### config.mk
export PLATFORM = sky130hd
export DESIGN_NAME = selEncode
export DESIGN_NICKNAME = d
export VERILOG_FILES = /design/src/common/cpuPkg.sv /design/src/datapath/selEncode.sv
export VERILOG_INCLUDE_DIRS = /design/src /design/src/common
export SDC_FILE = /design/constraint.sdc
export NUM_CORES = 1
export LEC_CHECK = 0
export BUFFER_PORTS_ARGS = -buffer_cell sky130_fd_sc_hd__buf_2
export CAP_MARGIN = 5
export CORE_MARGIN = 1.5
export CORE_UTILIZATION = 29
export DETAILED_ROUTE_END_ITERATION = 12
export PLACE_DENSITY_LB_ADDON = 0.05
export SYNTH_ARGS = -nofsm -noshare
export SYNTH_HDL_FRONTEND = slang
export SYNTH_SLANG_ARGS = --single-unit
### constraint.sdc
create_clock -name vclk -period 1.7
set_clock_uncertainty 0.15 [all_clocks]
set_input_delay 0.34 -clock vclk [all_inputs]
set_output_delay 0.34 -clock vclk [all_outputs]
set_load 0.1 [all_outputs]
### src/common/miniSrc_config.svh
`ifndef MINISRC_CONFIG_SVH
`define MINISRC_CONFIG_SVH

// bus and register width
`define DATA_WIDTH 32
`define REG_COUNT 16

// ram word address bits for 512 words
`define MEM_ADDR_BITS 9
`define RAM_WAIT_STATES 0

`endif

### src/common/cpuPkg.sv
package cpuPkg;

	// opcode field of the instruction word
	typedef enum logic [4:0] {
		opAdd  = 5'd0,
		opSub  = 5'd1,
		opAnd  = 5'd2,
		opOr   = 5'd3,
		opShr  = 5'd4,
		opShra = 5'd5,
		opShl  = 5'd6,
		opRor  = 5'd7,
		opRol  = 5'd8,
		opAddi = 5'd9,
		opAndi = 5'd10,
		opOri  = 5'd11,
		opMul  = 5'd12,
		opDiv  = 5'd13,
		opNeg  = 5'd14,
		opNot  = 5'd15,
		opLd   = 5'd16,
		opSt   = 5'd17,
		opBr   = 5'd18
	} aluOpT;

	typedef struct packed {
		aluOpT opcode;
		logic [3:0] ra;
		logic [3:0] rb;
		logic [3:0] rc;
		logic [14:0] unused;
	} rFormT;

	// immediate and branch layout with cond in rb[1:0]
	typedef struct packed {
		aluOpT opcode;
		logic [3:0] ra;
		logic [3:0] rb;
		logic [18:0] c;
	} iFormT;

	typedef union packed {
		rFormT rForm;
		iFormT iForm;
	} instrWordT;

	typedef enum logic [1:0] {
		condZero     = 2'd0,
		condNonZero  = 2'd1,
		condPositive = 2'd2,
		condNegative = 2'd3
	} branchCondT;

endpackage

### src/datapath/selEncode.sv
`timescale 1ns/100ps
`include "miniSrc_config.svh"

module selEncode (
	input cpuPkg::instrWordT ir,
	input logic gra,
	input logic grb,
	input logic grc,
	input logic rIn,
	input logic rOut,
	input logic baOut,
	output logic [`REG_COUNT-1:0] loadSel,
	output logic [`REG_COUNT-1:0] readSel,
	output logic [`DATA_WIDTH-1:0] cSignExt,
	output cpuPkg::aluOpT aluOp,
	output cpuPkg::branchCondT cond
);
	import cpuPkg::*;

	localparam int IDX_BITS = $clog2(`REG_COUNT);

	logic [IDX_BITS-1:0] regIdx;
	logic [`REG_COUNT-1:0] oneHot;
	logic anyField;

	// pick the register field
	always_comb begin
		regIdx = '0;
		if (gra) regIdx = ir.rForm.ra;
		else if (grb) regIdx = ir.rForm.rb;
		else if (grc) regIdx = ir.rForm.rc;
	end

	assign anyField = gra || grb || grc;
	assign oneHot = `REG_COUNT'(1) << regIdx;

	assign loadSel = (rIn && anyField) ? oneHot : '0;
	assign readSel = ((rOut || baOut) && anyField) ? oneHot : '0;

	assign cSignExt = {{(`DATA_WIDTH - 19){ir.iForm.c[18]}}, ir.iForm.c};
	assign aluOp = ir.rForm.opcode;
	// branch condition in low bits of rb
	assign cond = branchCondT'(ir.iForm.rb[1:0]);
endmodule

==> results.toml, run 1 <==
[die]
die_y_um = 50.1
fp-row-count = 16
die_w_um = 50.1
initial_core_util = 0.318
pin_count = 109

[clock_tree]
postCtsSetupBuffers = 5
cts_hold_buf = 0
cts_resized = 25

[yosys]
synth-simple-area-share = 0.364
synth_nets = 147
synth_top_area_frac = 0.467
synth_xor_xnor_area_share = 0
synth_top_area_cell = "buf_4"
synth_cells = 109
synthAdderAreaFrac = 0
yosys_warnings = 0
synth.mux.area_fraction = 0
netlist_top_cells_area = "buf_4, nor2_1, nand3_1, a22oi_2, nand3b_1"
seq_area_frac_synth = 0
syn_area_um2 = 643
yosysMostFrequentCell = "buf_4"
synth_top_family_by_area = "buffers and inverters"
synth_compound_area_frac = 0.146
synth_cell_types = 13
avgSynthCellArea_um2 = 5.90
synthTopCellsByCount = "buf_4, nor2_1, nand3_1"

[place]
hpwlAfterDp_um = 3030
place.gp.congestion = 0.727
port_buffers = 69

[run_status]
stop_stage = "clock tree synthesis (4_1_cts)"
status = "aborted with a tool error"
toolErrorMsg = "[ERROR DPL-0038] Utilization greater than 100%, impossible to legalize"
[metrics by stage]
step	instances	setup slack [ps]	instance area, µm²	TNS, ps
after floorplan	109	-461	1030	-13520
after global placement	177	-363	1910	-10530
after detailed placement	177	-483	1910	-13690
[cells by family after synthesis]
group,after synthesis
buffers and inverters,44
AOI/OAI and AO/OA,11
and+or+nand+nor,54
==> run 2, diff against run 1 <==
--- a/config.mk
+++ b/config.mk
@@ -8,10 +8,10 @@
 export LEC_CHECK = 0
 export BUFFER_PORTS_ARGS = -buffer_cell sky130_fd_sc_hd__buf_2
 export CAP_MARGIN = 5
-export CORE_MARGIN = 1.5
-export CORE_UTILIZATION = 29
+export CORE_AREA = 2 2 63 65
 export DETAILED_ROUTE_END_ITERATION = 12
-export PLACE_DENSITY_LB_ADDON = 0.05
+export DIE_AREA = 0 0 65 67
+export PLACE_DENSITY_LB_ADDON = 0.15
 export SYNTH_ARGS = -nofsm -noshare
 export SYNTH_HDL_FRONTEND = slang
 export SYNTH_SLANG_ARGS = --single-unit
==> run 2 against run 1 <==
  * The flow now finishes, with violations (negative setup slack)
  * Synthesized area is the same
  * Synthesized cell count is the same
==> results.toml, run 2 <==
[yosys]
seq_area_frac_synth = 0
yosys_warnings = 0
synth_nets = 147
synthTopCellsByCount = "buf_4, nor2_1, nand3_1"
synth_cell_types = 13
synth_top_area_frac = 0.467
synth_top_area_cell = "buf_4"
netlist_top_cells_area = "buf_4, nor2_1, nand3_1, a22oi_2, nand3b_1"
yosysMostFrequentCell = "buf_4"
synth_cells = 109
syn_area_um2 = 643
avgSynthCellArea_um2 = 5.90

[global_route]
grt_overflow = 0
grt_start_max_net_pins = 15
grt_pass1_vias = 934
grt_antenna_before_repair = 0
track_usage = 0.131
grt_pass1_wl_um = 4570

[run_status]
status = "finished with violations"
violations = "negative setup slack"

[sta]
slew_viol_final = 0
min_period_over_period = 1.17
final.setup.worst_slack_ps = -283
max_freq_mhz = 504
finalSetupViolCount = 32
relSlewSlack = 0.679
rsz0062_at_grt = "true"
timing.hold.ws_ps = 530
worst_pin_slew_ps = 485
final_hold_viol_count = 0
fin_crit_ps = 1980

[critical_path]
start_kind = "input pin"
cp_max_fo = 7
cpMostUsedCell = "buf_12"
cp_top_family = "simple AND/OR/NAND/NOR gates"
crit_path_end_kind = "output port"
arrival_ps = 1490
crit_chain = "buf_8 > nand3b_1 > a22oi_2 > buf_12 > nand3_4 > nor2_4 > buf_12"
slowest_delay_ps = 210
cp_num_buf_inv = 3
slowest_stage = "nand3b_1"
crit_required_ps = 1210
critPathKind = "in2out"

[place]
hpwlAfterDp_um = 2310
place.gp.congestion = 0.731
port_buffers = 69
placed_cell_area_um2 = 1940

[cells_and_area]
mostFrequentLayoutCells = "buf_12, nor2_4, buf_2"
syn2layout_area_growth_pct = 225
layout.area.seq_um2 = 0
drive_gt1_frac = 0.933
layout_commonest_cell = "buf_12"
fin_nets = 189
design.seq.count = 0
final_area_um2 = 2090
n_clock_buffer = 0
diodes = 0

[die]
core-area_um2 = 3610
initial_core_util = 0.178
die_y_um = 67
die_area_um2 = 4360
die_w_um = 65
pin_count = 109
fp-row-count = 22

[flow_run]
maxCapViolations = 0

[clock_tree]
cts_hold_buf = 0

[detailed_routing]
routedWlPerCell_um = 13.7
routed_wl_um = 2690
detail-route-antenna-nets = 0
dr.pass1.iters = 3
vias = 823
drc = 0
first_iter_violations = 4
via_per_inst = 4.18

[power_and_ir_drop]
powerDensity_nw_per_um2 = 420
max-vdd-ir-drop_mv = 0.312
cellLeakagePower_nw = 0.752

[hold_path]
hold_path.class = "in2out"
-- run 2: per-stage QoR --
| stage | std cells | TNS (ps) | total power [mW] | utilization | setup slack, ps |
|---|---|---|---|---|---|
| floorplan | 109 | -13520 | 0.801 | - | -461 |
| detailed placement | 193 | -11660 | 0.838 | 0.537 | -396 |
| global placement | 193 | -10750 | 0.831 | 0.537 | -358 |
| finish | 197 | -8080 | 0.878 | 0.580 | -283 |
| CTS | 197 | -8040 | 0.886 | 0.580 | -291 |
| global route | 197 | -9940 | 0.910 | 0.580 | -339 |
-- run 2: kinds of logic (layout without fill, tap and decap cells) --
kind of cell    Yosys count  count (layout)  synth area share
simple gates             54              54             0.364
compound gates           11              11             0.146
buf+inv                  44              84             0.490
-- run 2: layout make-up --
| cell class | instances | area [µm²] |
|---|---|---|
| fill | 296 | 1520 |
| timing repair buffer | 80 | 1200 |
| multi-input combinational | 65 | 815 |
| tap | 48 | 60.1 |
| inverter | 4 | 15.0 |
-- run 2: path summary, 6_finish.rpt --
| check | startpoint | endpoint | cells after the start |
|---|---|---|---|
| hold / removal | ir[9] | cSignExt[9] | 0 |
| setup / recovery | grb | loadSel[15] | 7 |
-- run 2: what timing repair did --
action,4_1_cts,5_1_grt
pin swaps,25,7
setup endpoints to repair,32,32
buffers inserted,4,0
hold endpoints to repair,0,0
gates resized for setup,23,0
cloned,0,0
-- run 2: per-layer routing --
layer / vias to the layer above / routed length, µm / track usage
li1: 402 / - / -
met2: 42 / 1560 / 0.268
met5: - / 0 / 0
met1: 363 / 855 / 0.132
met4: 0 / 65 / 0.0346
met3: 16 / 216 / 0.0270
-- run 2: where the power goes --
| group | switching [mW] | internal [mW] | total, mW |
|---|---|---|---|
| clock | 0 | 0 | 0 |
| combinational | 0.584 | 0.294 | 0.878 |
| sequential | 0 | 0 | 0 |
Note: power is estimated with default switching activity, not from simulation.
