`src/common/miniSrc_config.svh`:
```
`ifndef MINISRC_CONFIG_SVH
`define MINISRC_CONFIG_SVH

// bus and register width
`define DATA_WIDTH 32
`define REG_COUNT 16

// ram word address bits for 512 words
`define MEM_ADDR_BITS 9
`define RAM_WAIT_STATES 0

`endif

```
`src/datapath/regFile.sv`:
```
`timescale 1ns/100ps
`include "miniSrc_config.svh"

module regFile (
	input logic clock,
	input logic arstN,
	input logic baOut,
	input logic [`REG_COUNT-1:0] loadSel,
	input logic [`REG_COUNT-1:0] readSel,
	input logic [`DATA_WIDTH-1:0] busIn,
	output logic [`DATA_WIDTH-1:0] regOut
);
	logic [`DATA_WIDTH-1:0] regs [`REG_COUNT];

	always_ff @(posedge clock or negedge arstN) begin
		if (!arstN) begin
			for (int i = 0; i < `REG_COUNT; i++) begin
				regs[i] <= '0;
			end
		end else begin
			for (int i = 0; i < `REG_COUNT; i++) begin
				if (loadSel[i]) begin
					regs[i] <= busIn;
				end
			end
		end
	end

	// r0 reads as zero for base address mode
	always_comb begin
		regOut = '0;
		for (int i = 0; i < `REG_COUNT; i++) begin
			if (readSel[i] && !(i == 0 && baOut)) begin
				regOut = regOut | regs[i];
			end
		end
	end
endmodule

```
`config.mk`:
```
export PLATFORM = sky130hd
export DESIGN_NAME = regFile
export DESIGN_NICKNAME = d
export VERILOG_FILES = /design/src/datapath/regFile.sv
export VERILOG_INCLUDE_DIRS = /design/src /design/src/common
export SDC_FILE = /design/constraint.sdc
export NUM_CORES = 1
export LEC_CHECK = 0
export BUFFER_PORTS_ARGS = -buffer_cell sky130_fd_sc_hd__buf_2
export CORE_UTILIZATION = 46
export CTS_BUF_LIST = sky130_fd_sc_hd__clkbuf_4 sky130_fd_sc_hd__clkbuf_8 sky130_fd_sc_hd__clkbuf_16
export CTS_CLUSTER_DIAMETER = 40
export DETAILED_ROUTE_END_ITERATION = 10
export PLACE_DENSITY = 0.61
export SETUP_SLACK_MARGIN = 0.15
export SLEW_MARGIN = 20
export SYNTH_ARGS = -nofsm -noshare
export SYNTH_HDL_FRONTEND = slang
export SYNTH_SLANG_ARGS = --single-unit
```
`constraint.sdc`:
```
create_clock -name clock -period 2.8 [get_ports clock]
set_input_delay 0.14 -clock clock [delete_from_list [all_inputs] [get_ports clock]]
set_output_delay 0.14 -clock clock [all_outputs]
set_load 0.02 [all_outputs]
```
==> flow_metrics.py, run 1 <==
metrics = {
    "timing": {
        "rsz0062_at_grt": "false",
        "finalSetupViolations": 0,
        "period_share": 0.743,
        "worstMarginPinSlew_ns": 1.10,
        "finalWorstSetupSlack_ns": 0.719,
        "skew_ns": 0,
        "layout_min_cycle_time_ns": 2.08,
        "drv_slew": 0,
        "fmax_mhz": 480,
        "holdWs_ns": 0.0450,
        "timing.final.hold_violations": 0,
        "setup_tns_ns": 0,
        "relSlewSlack": 0.265,
    },
    "worst_setup_path": {
        "cp_num_buf_inv": 1,
        "critPathKind": "flip-flop to output pin",
        "critPathMaxStageDelay_ns": 0.38,
        "r2r_setup_slack_ns": 2.00,
        "worstPathMaxFanout": 2,
        "required_ns": 2.66,
        "cp_cell_sequence": "a222oi_1 -> nand3_1 -> a211o_1 -> buf_2",
        "crit_slowest_cell": "dfrtp_1",
        "critical-path-top-delay-family": "compound AO/OA/AOI/OAI gates",
        "critPathArrivalTime_ns": 1.94,
        "r2r_cells": 1,
        "r2r-end": "regs[3]",
        "critPathCaptureType": "output pin",
        "reg2reg_from": "regs[3]",
        "startpoint_type": "flip-flop",
    },
    "detailed_routing": {
        "ant_nets": 0,
        "drc": 0,
        "drt-initial-drc-count": 1143,
        "detail_route.wl_per_cell_um": 25.6,
        "vias": 13900,
        "viasPerCell": 6.12,
        "finalWirelength_mm": 58.1,
        "drt_pass1_iterations": 6,
    },
    "synthesis": {
        "ys_ff_latch": 512,
        "synth.cell_area_um2": 21600,
        "syn_nets": 1557,
        "synthCells": 1490,
        "avgSynthCellArea_um2": 14.5,
        "ys_seq_area_frac": 0.592,
        "synth_warnings": 0,
        "synthDistinctLibCells": 13,
    },
    "power": {
        "clkPwrFrac": 0.491,
        "p_int_uw": 15600,
        "seqPwrFrac": 0.412,
        "p_comb_frac": 0.097,
        "leakage_uw": 0.0107,
        "netSwitchingPower_uw": 5150,
        "power.share.switching": 0.249,
        "powerDensity_nw_per_um2": 803,
        "irDropWorstVdd_uv": 520,
        "total_power_uw": 20700,
    },
    "cts": {
        "clk_latency_ns": 0.61,
        "post_cts_resized": 0,
        "cts_sinks": 512,
        "cts-hold-fix-buffers": 33,
        "cts_buffer_depth": 3,
        "cts_root_buf": "clkbuf_16",
        "cts_buffers": 79,
        "htreeDepth": 3,
        "cts_tree": "built",
        "postCtsSetupRepairBufs": 0,
        "clk_pin_slew_ns": 0.05,
    },
    "min_path": {
        "whs_endpoint": "regs[37]",
        "min_path_cells": 2,
        "hp-class": "primary input to flip-flop",
        "min_from": "busIn[5]",
    },
    "grt": {
        "grt_pass1_wl_mm": 90.7,
        "first_global_vias": 14500,
        "overflow": 0,
        "track_usage": 0.253,
        "grt_max_degree": 85,
        "antenna_found_initial": 0,
    },
    "floorplan": {
        "design.die.area_um2": 47900,
        "io_pins": 99,
        "rows": 79,
        "die_h_um": 219,
        "start_util": 0.466,
        "die-width_um": 219,
        "core_um2": 46500,
    },
    "cells_and_area": {
        "area_delta_synth_final_pct": 19.2,
        "reg.largest.list": "regs x512",
        "drive_above_1_share": 0.411,
        "largest_register_ffs": 512,
        "nNetsFinal": 1664,
        "fill_cells": 3846,
        "top_register": "regs",
        "n_antenna_cell": 0,
    },
    "placed_design": {
        "dp_hpwl_mm": 32.9,
        "preCtsSetupSlack_ns": 0.977,
        "portBuffers": 98,
        "routabilityCongestion": 0.740,
    },
    "run_status": {
        "status": "complete, no violations",
    },
    "flow_run": {
        "timing.max_cap.violations": 0,
    },
}
## layout by cell type, fill, tap and decap left out, drive strengths merged
master       count
inv             16
a222oi          32
dlygate4sd3     33
clkinvlp        10
buf            138
clkinv          17
a22oi          192
mux2           512
bufinv          10
nand3           32
clkbuf          90
a211o           32
dfrtp          512
nand4           32
nor2b            1
## per-layer routing
metal / vias to the layer above / routed length, um / track usage
li1: 5892 / - / -
met1: 7484 / 26800 / 0.371
met2: 419 / 26700 / 0.385
met3: 65 / 3780 / 0.0441
met4: 0 / 871 / 0.0713
met5: - / 0 / 0
## cell usage after synthesis
cell | count | area, um2
a211o_1 | 32 | 280
a222oi_1 | 32 | 320
a22oi_1 | 192 | 1440
buf_1 | 2 | 7.51
buf_2 | 53 | 265
buf_6 | 4 | 45.0
clkbuf_1 | 86 | 323
dfrtp_1 | 512 | 12800
mux2_1 | 112 | 1260
mux2_2 | 400 | 4500
nand3_1 | 32 | 160
nand4_1 | 32 | 200
nor2b_1 | 1 | 6.26
## stage by stage
stage / utilization / area (um2) / instances
final: 0.555 / 25800 / 2266
after global routing: 0.555 / 25800 / 2266
after CTS: 0.555 / 25800 / 2266
after detailed placement: 0.488 / 22700 / 2090
after global placement: 0.488 / 22700 / 2090
after floorplan: - / 21600 / 1490
## final cells by class
class                           instances  area [um2]  area share
Sequential cell                       512       12800       0.497
Multi-Input combinational cell        833        8180       0.317
Clock buffer                           90        2110      0.0820
Timing Repair Buffer                  171        1230      0.0478
Tap cell                              607         759      0.0295
Clock inverter                         53         676      0.0262
## worst max path at each step
stage | startpoint | end | slack (ns) | cells past startpoint
floorplan | regs[384] | regOut[0] | 1.59 | 3
global placement | readSel[5] | regOut[19] | 0.98 | 5
detailed placement | readSel[5] | regOut[19] | 0.98 | 5
CTS | regs[363] | regOut[11] | 0.68 | 4
global route | regs[383] | regOut[31] | 0.55 | 4
finish | regs[383] | regOut[31] | 0.72 | 4
## power by group through the flow
stage | Sequential (uW) | Clock (uW) | Combinational (uW)
after detailed placement | 8640 | 0 | 1980
after floorplan | 8530 | 0 | 1310
after global placement | 8600 | 0 | 1930
final | 8530 | 10200 | 2000
after CTS | 8520 | 10400 | 2020
after global routing | 8620 | 10700 | 2180
## logic make-up (layout without fill, tap and decap cells)
kind of cell	Yosys count	in the layout	synth area share
buf+inv	145	314	0.0296
mux	512	512	0.267
simple gates	65	65	0.0170
flops	512	512	0.592
compound gates	256	256	0.0944
Power figures use the tool's default switching activity.
==> run 2, diff against run 1 <==
PLACE_DENSITY = 0.63   (was 0.61)
clock period = 1.7 ns   (was 2.8 ns; I/O delays follow)
==> flow_metrics.py, run 2 (synthesized netlist as in run 1, its figures left out) <==
metrics = {
    "run_status": {
        "status": "finished with violations",
        "violations": "negative setup slack",
    },
    "min_path": {
        "hp-class": "primary input to flip-flop",
        "whs_endpoint": "regs[320]",
        "min_from": "loadSel[5]",
        "min_path_cells": 2,
    },
    "cts": {
        "cts_buffer_depth": 3,
        "clk_pin_slew_ns": 0.05,
        "cts_root_buf": "clkbuf_16",
        "htreeDepth": 3,
        "cts_tree": "built",
        "cts_sinks": 512,
        "clk_latency_ns": 0.60,
        "cts_buffers": 79,
    },
    "power": {
        "irDropWorstVdd_uv": 855,
        "leakage_uw": 0.0111,
        "powerDensity_nw_per_um2": 1290,
    },
    "detailed_routing": {
        "finalWirelength_mm": 59.7,
        "ant_nets": 0,
        "drc": 0,
        "drt_pass1_iterations": 6,
        "detail_route.wl_per_cell_um": 26.0,
        "vias": 14000,
        "viasPerCell": 6.08,
        "drt-initial-drc-count": 1079,
    },
    "timing": {
        "period_share": 1.25,
        "skew_ns": 0,
        "timing.final.hold_violations": 0,
        "setup_tns_ns": -8.32,
        "drv_slew": 0,
        "finalWorstSetupSlack_ns": -0.422,
        "worstMarginPinSlew_ns": 0.996,
        "rsz0062_at_grt": "true",
        "fmax_mhz": 471,
        "relSlewSlack": 0.334,
        "layout_min_cycle_time_ns": 2.12,
        "finalSetupViolations": 32,
    },
    "floorplan": {
        "core_um2": 46500,
        "io_pins": 99,
        "design.die.area_um2": 47900,
        "rows": 79,
        "start_util": 0.466,
        "die_h_um": 219,
        "die-width_um": 219,
    },
    "grt": {
        "overflow": 0,
        "first_global_vias": 14800,
        "grt_max_degree": 73,
        "track_usage": 0.259,
        "grt_pass1_wl_mm": 92.0,
        "antenna_found_initial": 0,
    },
    "worst_setup_path": {
        "cp_num_buf_inv": 1,
        "worstPathMaxFanout": 2,
        "critical-path-top-delay-family": "compound AO/OA/AOI/OAI gates",
        "required_ns": 1.62,
        "crit_slowest_cell": "a222oi_1",
        "r2r_setup_slack_ns": 0.41,
        "critPathArrivalTime_ns": 2.04,
        "critPathKind": "flip-flop to output pin",
        "path_depth": 4,
        "reg2reg_from": "regs[195]",
        "r2r-end": "regs[195]",
        "critPathCaptureType": "output pin",
        "startpoint_type": "flip-flop",
        "critPathMaxStageDelay_ns": 0.48,
        "cp_cell_sequence": "a222oi_1 -> nand3_1 -> a211o_1 -> buf_2",
        "r2r_cells": 2,
    },
    "cells_and_area": {
        "n_antenna_cell": 0,
        "utilization": 0.572,
        "drive_above_1_share": 0.436,
        "top_register": "regs",
        "reg.largest.list": "regs x512",
        "final_cell_mix": "dfrtp_1, mux2_2, a22oi_1",
        "instances_no_fill": 2299,
        "largest_register_ffs": 512,
        "fin_area_um2": 26600,
        "nNetsFinal": 1700,
        "layout_commonest_cell": "dfrtp_1",
        "area_delta_synth_final_pct": 22.8,
    },
    "flow_run": {
        "timing.max_cap.violations": 0,
    },
    "placed_design": {
        "dpl_cell_area_um2": 23200,
        "portBuffers": 98,
        "dp_hpwl_mm": 34.3,
        "routabilityCongestion": 0.757,
        "placed_cells": 2120,
    },
}
-- run 2: metrics by stage --
step / hold WS, ns / setup slack (ns) / total power [uW]
2_1_floorplan: -0.211 / 0.544 / 16200
3_3_place_gp: 0.00492 / -0.0476 / 17500
3_5_place_dp: 0.00579 / -0.0595 / 17700
4_1_cts: 0.00710 / -0.439 / 34600
5_1_grt: 0.0360 / -0.447 / 35600
6_report: 0.0351 / -0.422 / 34400
-- run 2: metal layers --
layer  wire length [um]  GRT usage  share of wire
met1              26500      0.361           0.44
met4               1540     0.0944          0.026
met5                  0          0              0
met2              28000      0.403           0.47
met3               3710     0.0481          0.062
-- run 2: what timing repair did --
item | CTS | global route
gates cloned | 0 | 0
hold endpoints to repair | 1024 | 0
pin swaps | 62 | 28
setup buffers | 0 | 1
setup endpoints to repair | 32 | 32
resized for setup | 15 | 20
hold buffers | 38 | 0
-- run 2: cell type report --
| class | count | area, um2 |
|---|---|---|
| sequential | 512 | 12800 |
| clock inverter | 43 | 547 |
| tap | 607 | 759 |
| timing repair buffer | 207 | 1900 |
| multi-input combinational | 833 | 8320 |
| fill | 3699 | 19900 |
| clock buffer | 97 | 2230 |
-- run 2: worst max path at each step --
stage	from	to	slack (ns)
finish	regs[363]	regOut[11]	-0.42
global route	regs[414]	regOut[30]	-0.45
CTS	regs[363]	regOut[11]	-0.44
floorplan	regs[384]	regOut[0]	0.54
global placement	baOut	regOut[19]	-0.05
detailed placement	baOut	regOut[17]	-0.06
-- run 2: report_power, final --
part           switching, uW  internal (uW)
registers                659          13400
logic                   1810           1740
clock network           5870          10900
==> run 3, diff against run 2 <==
PLACE_DENSITY = 0.61   (was 0.63)
SKIP_LAST_GASP = 1   (was not set)
clock period = 2.7 ns   (was 1.7 ns; I/O delays follow)
==> flow_metrics.py, run 3 (synthesized netlist as in run 1, its figures left out) <==
metrics = {
    "cts": {
        "cts-hold-fix-buffers": 32,
        "cts_tree": "built",
        "postCtsSetupRepairBufs": 0,
        "cts_buffers": 75,
        "htreeDepth": 3,
        "cts_buffer_depth": 3,
        "cts_sinks": 512,
        "cts_root_buf": "clkbuf_16",
        "clk_latency_ns": 0.59,
        "post_cts_resized": 0,
        "clk_pin_slew_ns": 0.05,
    },
    "cells_and_area": {
        "layout_commonest_cell": "dfrtp_1",
        "n_antenna_cell": 0,
        "largest_register_ffs": 512,
        "area_delta_synth_final_pct": 18.3,
        "drive_above_1_share": 0.408,
        "final_cell_mix": "dfrtp_1, mux2_2, a22oi_1",
        "fill_cells": 3832,
        "nNetsFinal": 1660,
        "reg.largest.list": "regs x512",
        "top_register": "regs",
    },
    "grt": {
        "track_usage": 0.252,
        "first_global_vias": 14400,
        "antenna_found_initial": 1,
        "grt_pass1_wl_mm": 89.6,
        "overflow": 0,
        "grt_max_degree": 114,
    },
    "placed_design": {
        "routabilityCongestion": 0.747,
        "dp_hpwl_mm": 33.0,
        "portBuffers": 98,
    },
    "floorplan": {
        "io_pins": 99,
        "die_h_um": 219,
        "start_util": 0.466,
        "core_um2": 46500,
        "die-width_um": 219,
        "rows": 79,
        "design.die.area_um2": 47900,
    },
    "detailed_routing": {
        "detail_route.wl_per_cell_um": 25.9,
        "vias": 13700,
        "viasPerCell": 6.07,
        "drt-initial-drc-count": 1188,
        "drt_pass1_iterations": 9,
        "ant_nets": 0,
        "drc": 0,
        "finalWirelength_mm": 58.5,
    },
    "power": {
        "powerDensity_nw_per_um2": 815,
        "leakage_uw": 0.0106,
        "irDropWorstVdd_uv": 634,
    },
    "timing": {
        "period_share": 0.780,
        "rsz0062_at_grt": "false",
        "worstMarginPinSlew_ns": 1.10,
        "holdWs_ns": 0.0345,
        "finalSetupViolations": 0,
        "setup_tns_ns": 0,
        "timing.final.hold_violations": 0,
        "drv_slew": 0,
        "skew_ns": 0,
        "relSlewSlack": 0.265,
        "fmax_mhz": 475,
        "layout_min_cycle_time_ns": 2.11,
    },
    "worst_setup_path": {
        "critical-path-top-delay-family": "compound AO/OA/AOI/OAI gates",
        "cp_num_buf_inv": 1,
        "critPathCaptureType": "output pin",
        "critPathMaxStageDelay_ns": 0.39,
        "required_ns": 2.57,
        "critPathKind": "flip-flop to output pin",
        "critPathArrivalTime_ns": 1.97,
        "crit_slowest_cell": "a222oi_1",
        "worstPathMaxFanout": 2,
        "cp_cell_sequence": "a222oi_1 -> nand3_1 -> a211o_1 -> buf_2",
        "startpoint_type": "flip-flop",
    },
    "run_status": {
        "status": "complete, no violations",
    },
    "min_path": {
        "hp-class": "primary input to flip-flop",
    },
    "flow_run": {
        "timing.max_cap.violations": 0,
    },
}
==> run 3: cell types whose count changed in the layout (fill, tap and decap cells not counted), moves of 4 or more <==
cell           previous run  this run
a22oi_1                 165       192
a22oi_2                  27         0
buf_12                   37         9
buf_2                    93        97
buf_6                     4         0
clkbuf_16                83        77
clkbuf_8                  8        12
dlygate4sd3_1            37        32
inv_6                     9         3
==> run 3: worst paths after layout <==
path,start,to,slack (ns),cells after the start
setup / recovery,regs[369],regOut[17],0.59,4
hold / removal,busIn[6],regs[486],0.03,2
setup reg to reg,regs[434],regs[434],1.39,2
hold reg to reg,regs[125],regs[125],0.48,1
max in group asynchronous,arstN,regs[134],1.66,3
min in group asynchronous,arstN,regs[109],0.06,2
==> run 3: power breakdown <==
group          total [uW]  internal (uW)  switching [uW]  leakage, uW
Clock                9930           6390            3550      0.00126
Combinational        2080            987            1090      0.00340
Sequential           8850           8450             394      0.00599
==> run 3: routing by layer <==
| layer | part of all wire | GRT usage | wire length [um] |
|---|---|---|---|
| met1 | 0.46 | 0.363 | 26900 |
| met4 | 0.019 | 0.0697 | 1120 |
| met2 | 0.46 | 0.389 | 27100 |
| met5 | 0.00017 | 0 | 10 |
| met3 | 0.056 | 0.0488 | 3290 |
==> run 3: worst reg2reg max path: cells and delay by family, from the launching register on <==
kind     cells  cell delay, ns
flops        1            0.38
mux          1            0.26
buf+inv      1            0.56
==> run 3: metrics by stage <==
stage	worst slack (ns)	area [um2]	std cells	utilization	power (uW)
after floorplan	1.49	21600	1490	-	10200
final	0.594	25600	2256	0.551	20900
after detailed placement	0.855	22700	2091	0.488	11000
after global routing	0.466	25600	2256	0.551	21600
after CTS	0.551	25600	2256	0.551	21000
after global placement	0.876	22700	2091	0.488	10900
==> run 3: cell type report <==
type	instances	area, um2	area share
Sequential cell	512	12800	0.501
Multi-Input combinational cell	833	8180	0.320
Clock buffer	96	2140	0.0838
Timing Repair Buffer	171	1240	0.0485
Tap cell	607	759	0.0297
Clock inverter	37	447	0.0175
